## src/source/ps_pkg.sv

```systemverilog
package ps_pkg;

    // ------------------------------
    // Widths

    localparam int unsigned PS_WIDTH     = 8;   // Data word and control data
    localparam int unsigned PS_CNT_WIDTH = 16;  // Monitor statistics counters

    // ------------------------------
    // Control register map

    typedef enum logic [1:0] {
        PS_REG_DATA   = 2'd0,  // Current data word
        PS_REG_INCR   = 2'd1,  // Increment per transferred word
        PS_REG_LENGTH = 2'd2,  // Words per packet
        PS_REG_AMOUNT = 2'd3   // Remaining words, write starts a run
    } ps_reg_addr_e;

endpackage : ps_pkg
```

## src/source/ps_stream_if.sv

```systemverilog
interface ps_stream_if import ps_pkg::*; ();

    logic [PS_WIDTH-1:0] dat;  // Payload word
    logic                val;  // Word valid
    logic                eop;  // Last word of packet
    logic                rdy;  // Sink can take a word

    // Source side of a PacketStream link
    modport src (
        output dat,
        output val,
        output eop,
        input  rdy
    );

    // Sink side, mirror of src
    modport snk (
        input  dat,
        input  val,
        input  eop,
        output rdy
    );

endinterface : ps_stream_if

```

## src/source/ps_traffic_top.sv

```systemverilog
module ps_traffic_top import ps_pkg::*; (
    input  logic                    reset,  // Clock
    input  logic                    clk,    // Async reset, active high

    // Control port
    input  ps_reg_addr_e            i_ctrl_addr,
    input  logic                    i_ctrl_wreq,
    input  logic [PS_WIDTH-1:0]     i_ctrl_wdat,
    output logic [PS_WIDTH-1:0]     o_ctrl_rdat,

    // Outgoing stream
    input  logic                    i_rdy,
    output logic [PS_WIDTH-1:0]     o_dat,
    output logic                    o_val,
    output logic                    o_eop,

    // Monitor statistics
    output logic [PS_CNT_WIDTH-1:0] o_word_cnt,
    output logic [PS_CNT_WIDTH-1:0] o_pkt_cnt,
    output logic [PS_CNT_WIDTH-1:0] o_last_len,
    output logic [PS_WIDTH-1:0]     o_checksum
);

    // ------------------------------
    // Stream links

    ps_stream_if gen_to_slice ();
    ps_stream_if slice_to_mon ();

    // Source, register driven
    ps_traffic_generator u_generator (
        .reset       (reset),
        .clk         (clk),
        .i_ctrl_addr (i_ctrl_addr),
        .i_ctrl_wreq (i_ctrl_wreq),
        .i_ctrl_wdat (i_ctrl_wdat),
        .o_ctrl_rdat (o_ctrl_rdat),
        .o_stream    (gen_to_slice)
    );

    // One cycle of latency, cuts the ready path
    ps_register_slice u_slice (
        .reset    (reset),
        .clk      (clk),
        .i_stream (gen_to_slice),
        .o_stream (slice_to_mon)
    );

    ps_stream_monitor u_monitor (
        .reset      (reset),
        .clk        (clk),
        .i_stream   (slice_to_mon),
        .i_rdy      (i_rdy),
        .o_dat      (o_dat),
        .o_val      (o_val),
        .o_eop      (o_eop),
        .o_word_cnt (o_word_cnt),
        .o_pkt_cnt  (o_pkt_cnt),
        .o_last_len (o_last_len),
        .o_checksum (o_checksum)
    );

endmodule : ps_traffic_top

```

## src/source/ps_stream_monitor.sv

```systemverilog
module ps_stream_monitor import ps_pkg::*; (
    input  logic                    reset,  // Clock
    input  logic                    clk,    // Async reset, active high

    ps_stream_if.snk                i_stream,
    input  logic                    i_rdy,  // External back-pressure

    // Forwarded stream
    output logic [PS_WIDTH-1:0]     o_dat,
    output logic                    o_val,
    output logic                    o_eop,

    // Statistics
    output logic [PS_CNT_WIDTH-1:0] o_word_cnt,
    output logic [PS_CNT_WIDTH-1:0] o_pkt_cnt,
    output logic [PS_CNT_WIDTH-1:0] o_last_len,
    output logic [PS_WIDTH-1:0]     o_checksum
);

    // ------------------------------
    // Pass-through

    logic                    xfer;     // Word accepted downstream
    logic [PS_CNT_WIDTH-1:0] run_len;  // Words so far in open packet

    assign o_dat        = i_stream.dat;
    assign o_val        = i_stream.val;
    assign o_eop        = i_stream.eop;
    assign i_stream.rdy = i_rdy;  // Ready goes straight back

    assign xfer = i_stream.val & i_rdy;

    // ------------------------------
    // Counters

    // Word count and checksum
    always_ff @(posedge reset or posedge clk) begin
        if (clk) begin
            o_word_cnt <= '0;
            o_checksum <= '0;
        end else if (xfer) begin
            o_word_cnt <= o_word_cnt + 1'b1;
            o_checksum <= o_checksum + i_stream.dat;  // Mod 2^PS_WIDTH
        end
    end

    // Packet boundaries
    always_ff @(posedge reset or posedge clk) begin
        if (clk) begin
            o_pkt_cnt  <= '0;
            o_last_len <= '0;
            run_len    <= '0;
        end else if (xfer) begin
            if (i_stream.eop) begin
                o_pkt_cnt  <= o_pkt_cnt + 1'b1;
                o_last_len <= run_len + 1'b1;  // Count the eop word too
                run_len    <= '0;
            end else begin
                run_len <= run_len + 1'b1;
            end
        end
    end

endmodule : ps_stream_monitor

```

## src/source/ps_register_slice.sv

```systemverilog
module ps_register_slice import ps_pkg::*; (
    input  logic     reset,     // Clock
    input  logic     clk,       // Async reset, active high
    ps_stream_if.snk i_stream,  // From upstream
    ps_stream_if.src o_stream   // To downstream
);

    // ------------------------------
    // Storage

    logic [PS_WIDTH-1:0] main_dat;  // Head entry, drives the output
    logic                main_eop;
    logic                main_val;
    logic [PS_WIDTH-1:0] skid_dat;  // Catches a word while head stalls
    logic                skid_eop;
    logic                skid_val;
    logic                rdy_reg;   // Registered ready upstream

    logic in_xfer;
    logic out_xfer;
    logic load_main_in;    // Head takes the incoming word
    logic load_main_skid;  // Head takes the skid word
    logic load_skid;       // Skid takes the incoming word
    logic main_val_nxt;
    logic skid_val_nxt;

    assign in_xfer  = i_stream.val & rdy_reg;
    assign out_xfer = main_val & o_stream.rdy;

    // Routing, skid always drains ahead of new data
    always_comb begin
        load_main_skid = out_xfer & skid_val;
        load_main_in   = in_xfer & (~main_val | (out_xfer & ~skid_val));
        load_skid      = in_xfer & ~load_main_in;
        main_val_nxt   = load_main_in | load_main_skid | (main_val & ~out_xfer);
        skid_val_nxt   = load_skid | (skid_val & ~out_xfer);
    end

    // Occupancy and ready
    always_ff @(posedge reset or posedge clk) begin
        if (clk) begin
            main_val <= 1'b0;
            skid_val <= 1'b0;
            rdy_reg  <= 1'b0;  // High after the first edge
        end else begin
            main_val <= main_val_nxt;
            skid_val <= skid_val_nxt;
            rdy_reg  <= ~(main_val_nxt & skid_val_nxt);  // Room while under two
        end
    end

    // Payload, no reset
    always_ff @(posedge reset) begin
        if (load_main_in) begin
            main_dat <= i_stream.dat;
            main_eop <= i_stream.eop;
        end else if (load_main_skid) begin
            main_dat <= skid_dat;
            main_eop <= skid_eop;
        end
        if (load_skid) begin
            skid_dat <= i_stream.dat;
            skid_eop <= i_stream.eop;
        end
    end

    assign i_stream.rdy = rdy_reg;
    assign o_stream.dat = main_dat;
    assign o_stream.eop = main_eop;
    assign o_stream.val = main_val;

endmodule : ps_register_slice

```

## src/source/ps_traffic_generator.sv

```systemverilog
module ps_traffic_generator import ps_pkg::*; (
    input  logic                reset,        // Clock
    input  logic                clk,          // Async reset, active high

    // Control port
    input  ps_reg_addr_e        i_ctrl_addr,
    input  logic                i_ctrl_wreq,
    input  logic [PS_WIDTH-1:0] i_ctrl_wdat,
    output logic [PS_WIDTH-1:0] o_ctrl_rdat,

    // Generated stream
    ps_stream_if.src            o_stream
);

    // ------------------------------
    // Internal state

    logic [PS_WIDTH-1:0] data_reg;    // Next word to send
    logic [PS_WIDTH-1:0] incr_reg;    // Step between words
    logic [PS_WIDTH-1:0] len_reg;     // Programmed packet length
    logic [PS_WIDTH-1:0] len_cnt;     // Words left in packet minus one
    logic [PS_WIDTH-1:0] amount_cnt;  // Words left in the run
    logic                val_reg;
    logic                eop_reg;

    logic wr_data;
    logic wr_incr;
    logic wr_len;
    logic wr_amount;
    logic xfer;                       // Word leaves on this edge

    // Write decode
    assign wr_data   = i_ctrl_wreq & (i_ctrl_addr == PS_REG_DATA);
    assign wr_incr   = i_ctrl_wreq & (i_ctrl_addr == PS_REG_INCR);
    assign wr_len    = i_ctrl_wreq & (i_ctrl_addr == PS_REG_LENGTH);
    assign wr_amount = i_ctrl_wreq & (i_ctrl_addr == PS_REG_AMOUNT);

    assign xfer = val_reg & o_stream.rdy;

    // ------------------------------
    // Programmable registers

    // Data word, written or stepped by the increment
    always_ff @(posedge reset or posedge clk) begin
        if (clk) begin
            data_reg <= '0;
        end else if (wr_data) begin
            data_reg <= i_ctrl_wdat;
        end else if (xfer) begin
            data_reg <= data_reg + incr_reg;  // Wraps mod 2^PS_WIDTH
        end
    end

    always_ff @(posedge reset or posedge clk) begin
        if (clk) begin
            incr_reg <= '0;
        end else if (wr_incr) begin
            incr_reg <= i_ctrl_wdat;
        end
    end

    always_ff @(posedge reset or posedge clk) begin
        if (clk) begin
            len_reg <= '0;
        end else if (wr_len) begin
            len_reg <= i_ctrl_wdat;
        end
    end

    // ------------------------------
    // Run counters

    // Position inside the packet, zero marks the last word
    always_ff @(posedge reset or posedge clk) begin
        if (clk) begin
            len_cnt <= '0;
        end else if (wr_amount) begin
            len_cnt <= len_reg - 1'b1;  // Fresh packet at run start
        end else if (xfer) begin
            if (len_cnt == '0) begin
                len_cnt <= len_reg - 1'b1;  // Packet closed, reload
            end else begin
                len_cnt <= len_cnt - 1'b1;
            end
        end
    end

    // Remaining words, never wraps below zero
    always_ff @(posedge reset or posedge clk) begin
        if (clk) begin
            amount_cnt <= '0;
        end else if (wr_amount) begin
            amount_cnt <= i_ctrl_wdat;
        end else if (xfer && (amount_cnt != '0)) begin
            amount_cnt <= amount_cnt - 1'b1;
        end
    end

    // ------------------------------
    // Stream control

    // Valid rises on a non-zero AMOUNT write, falls after the last word
    always_ff @(posedge reset or posedge clk) begin
        if (clk) begin
            val_reg <= 1'b0;
        end else if (wr_amount) begin
            val_reg <= (i_ctrl_wdat != '0);  // Zero aborts the run
        end else if (xfer && (amount_cnt == 'd1)) begin
            val_reg <= 1'b0;
        end
    end

    // End of packet, prepared one word ahead
    always_ff @(posedge reset or posedge clk) begin
        if (clk) begin
            eop_reg <= 1'b0;
        end else if (wr_amount) begin
            // First word closes a packet if run or packet is one word long
            eop_reg <= (i_ctrl_wdat == 'd1) | (len_reg == 'd1);
        end else if (xfer) begin
            eop_reg <= (amount_cnt == 'd2)  // Next word ends the run
                     | (len_cnt == 'd1)     // Next word ends the packet
                     | (len_reg == 'd1);    // Every word is a packet
        end
    end

    assign o_stream.dat = data_reg;
    assign o_stream.val = val_reg;
    assign o_stream.eop = eop_reg;

    // Readback, no read strobe needed
    always_comb begin
        case (i_ctrl_addr)
            PS_REG_INCR:   o_ctrl_rdat = incr_reg;
            PS_REG_LENGTH: o_ctrl_rdat = len_reg;
            PS_REG_AMOUNT: o_ctrl_rdat = amount_cnt;  // Remaining count
            default:       o_ctrl_rdat = data_reg;
        endcase
    end

endmodule : ps_traffic_generator

```

## config.mk

```make
export PLATFORM = sky130hd
export DESIGN_NAME = ps_traffic_top
export DESIGN_NICKNAME = d
export VERILOG_FILES = /design/src/source/ps_pkg.sv /design/src/source/ps_stream_if.sv /design/src/source/ps_traffic_top.sv /design/src/source/ps_stream_monitor.sv /design/src/source/ps_register_slice.sv /design/src/source/ps_traffic_generator.sv
export SDC_FILE = /design/constraint.sdc
export NUM_CORES = 1
export LEC_CHECK = 0
export BUFFER_PORTS_ARGS = -buffer_cell sky130_fd_sc_hd__clkbuf_2
export CAP_MARGIN = 5
export CORE_ASPECT_RATIO = 1.25
export CORE_MARGIN = 2
export CORE_UTILIZATION = 40
export CTS_CLUSTER_DIAMETER = 40
export DETAILED_ROUTE_END_ITERATION = 10
export PLACE_DENSITY_LB_ADDON = 0.08
export SYNTH_ARGS = -nofsm -noshare
export SYNTH_HDL_FRONTEND = slang
export SYNTH_SLANG_ARGS = --single-unit
```

## constraint.sdc

```tcl
create_clock -name reset -period 3.75 [get_ports reset]
set_input_delay 0.375 -clock reset [delete_from_list [all_inputs] [get_ports reset]]
set_output_delay 0.375 -clock reset [all_outputs]
set_load 0.01 [all_outputs]
```

==> impl_metrics.toml <==
[final_layout]
fin_nets = 813
diodes = 0
drive_above_1_share_pct = 21.8
area_growth_pct = 17.5
fin_cells = 1008

[route]
drc = 0
viasPerCell = 5.42
dr_total_vias = 5463
drt_iter0_markers = 361
dr.pass1.iters = 4
ant_nets = 0
wl_per_cell_um = 17.0
drt-total-wl_mm = 17.1

[global_routing]
grt_max_degree = 68
grt-busiest-layer = "met2"
grtUsageMet2_pct = 31.8
overflow = 0
grtUsageTotal_pct = 18.8
grt_pass1_wl_mm = 27.9
antenna_found_initial = 0
grtUsageMet1_pct = 23.4
met3_usage_pct = 3.25
first_global_vias = 5480

[place]
detailedPlace.worstSlack_ns = 1.23
dp.cells = 976
numPortBuffers = 87
gp_congestion = 0.892
hpwl_mm = 12.2

[critical_path]
critPathArrivalTime_ns = 2.48
endpoint_kind = "flop"
startpoint_type = "flop"
required_ns = 4.05
worstPathCellList = "and3_1 > nand4_1 > nor4_4 > nand3_1 > xnor2_1"
crit_start = "u_slice.o_stream.eop"
crit_slowest_cell = "edfxtp_1"
reg2reg_from = "u_slice.o_stream.eop"
cp_max_fo = 20
critPathMaxStageDelay_ns = 0.77
path_class = "reg -> reg"

[timing]
rsz0062_at_grt = "false"
finalHoldViolCount = 0
setup_viol = 0
layout_setup_ws_ns = 1.58
finalMaxSlewViolations = 0
post-route-min-period_ns = 2.17
period_share_pct = 57.9
clock_skew_ns = 0.00833
setup_tns_ns = 0
slew_headroom_pct = 31.8
max_slew.worst_pin.slew_ns = 1.02
fmax_ghz = 0.460

[power_and_ir_drop]
p_per_area_mw_per_mm2 = 770
leakage_nw = 3.71
worst_ir_drop_vdd_mv = 0.372
finalPower_w = 0.00644

[floorplanning]
fp.coreArea_mm2 = 0.0174
fp.dieW_um = 123
fp.dieArea_mm2 = 0.0189
die_h_um = 153
io_pins = 88
initial_utilization_pct = 40.9
row_count = 54

[cts]
cts_hold_buf = 0
cts_resized = 0
clockBufferDepth = 2
clk_transition_reported_paths_ns = 0.06
insertion_delay_ns = 0.42
numClockSinks = 135
cts_max_level = 4
cts_tree = "done"
cts_root_buffer = "clkbuf_16"
cts_setup_buffers = 0
cts_buffers = 17

[synthesis]
avgSynthCellArea_um2 = 10.4
synth_seq_area_share_pct = 48.7
synth_edf_count = 18
ys_warn_count = 0
synth_cells = 686
syn_area_mm2 = 0.00712
async_flop_share_pct = 86.7
synth_nets = 728
synth_cell_types = 65
synth_ff_type = "dfrtp_1"
synth_seq_cells = 135

[run]
drv_cap = 0

[min_path]
hp-class = "in -> async"

[outcome]
status = "completed"
==> worst max-delay path: cells and delay by family, from the launching register on <==
kind                      cells  cell delay [ns]
xor gates and xnor gates      1             0.14
DFF                           1             0.77
and+or+nand+nor               4             1.15
==> logic make-up (layout without fill, tap and decap cells) <==
family | count (synthesis) | count (layout) | share of synthesized area (%)
and+or+nand+nor | 234 | 234 | 16.6
AOI/OAI and AO/OA | 146 | 146 | 12.5
DFF | 135 | 135 | 48.7
xor gates and xnor gates | 59 | 59 | 7.26
buffers and inverters | 48 | 146 | 2.79
muxes | 36 | 36 | 6.97
adders and majority gates | 28 | 28 | 5.13
==> power by group <==
group	internal, W	switching, W
logic	0.000998	0.00129
registers	0.00197	0.000487
clock network	0.00103	0.000670
==> cell usage after synthesis, types with 4 or more instances <==
library cell	instances	share of area, %
mux2_2	26	4.1
buf_2	8	0.56
mux4_2	7	2.2
xnor2_1	34	4.2
o211ai_1	4	0.42
clkbuf_1	15	0.79
or3_1	5	0.44
nand2b_1	4	0.35
o31ai_1	12	1.3
xor2_1	25	3.1
ha_1	26	4.6
dfrtp_1	117	41
nor2b_1	4	0.35
inv_1	22	1.2
nand3_1	27	1.9
nand3b_1	8	0.84
nand2_1	87	4.6
and3_1	14	1.2
a21oi_1	30	2.1
o21ai_0	61	4.3
a21o_1	4	0.42
nand4_1	10	0.88
a31oi_1	11	0.97
nor2_1	35	1.8
edfxtp_1	18	7.6
nor3_1	13	0.91
==> per-stage QoR <==
| step | hold slack [ns] | instance area (um2) | utilization, % |
|---|---|---|---|
| floorplan | 0.442 | 7120 | - |
| global placement | 0.460 | 7770 | 44.6 |
| detailed placement | 0.469 | 7770 | 44.6 |
| CTS | 0.166 | 8370 | 48.0 |
| global route | 0.211 | 8370 | 48.0 |
| finish | 0.122 | 8370 | 48.0 |
==> layout by cell type, fill, tap and decap left out, types with 5 or more instances in the layout <==
master and instances:
nor3_1 13, edfxtp_1 18, dfrtp_1 117, nand2_1 87
nand3_1 27, and3_1 14, inv_1 21, xnor2_1 34
clkbuf_2 87, xor2_1 25, ha_1 26, nor2_1 35
a31oi_1 11, clkbuf_16 18, nand3b_1 8, mux2_2 26
mux4_2 7, or3_1 5, o21ai_0 61, o31ai_1 12
nand4_1 10, a21oi_1 30
==> layer usage <==
metal | up-vias | part of all wire [%]
met2 | 130 | 50
met5 | - | 0
met3 | 26 | 3.9
met1 | 2675 | 44
li1 | 2632 | -
met4 | 0 | 2.4
==> cell type report <==
type	instances	area, um2
inverters	22	85.1
repair buffers	92	485
multi-input cells	503	3450
clock buffers	19	454
fillers	1619	9060
clock inverters	13	143
flip-flops and latches	135	3470
well taps	224	280
==> path summary, 6_finish.rpt <==
check / slack, ns / end / depth (start not counted)
setup / recovery: 1.58 / u_monitor.o_pkt_cnt[12] / 5
hold / removal: 0.12 / u_generator.len_cnt[0] / 2
setup reg to reg: 1.58 / u_monitor.o_pkt_cnt[12] / 5
hold reg to reg: 0.47 / u_monitor.o_pkt_cnt[15] / 1
max in group asynchronous: 2.81 / u_monitor.o_pkt_cnt[0] / 3
min in group reset: 0.26 / u_generator.amount_cnt[6] / 3
No activity file was read; power rests on OpenSTA's default activity.
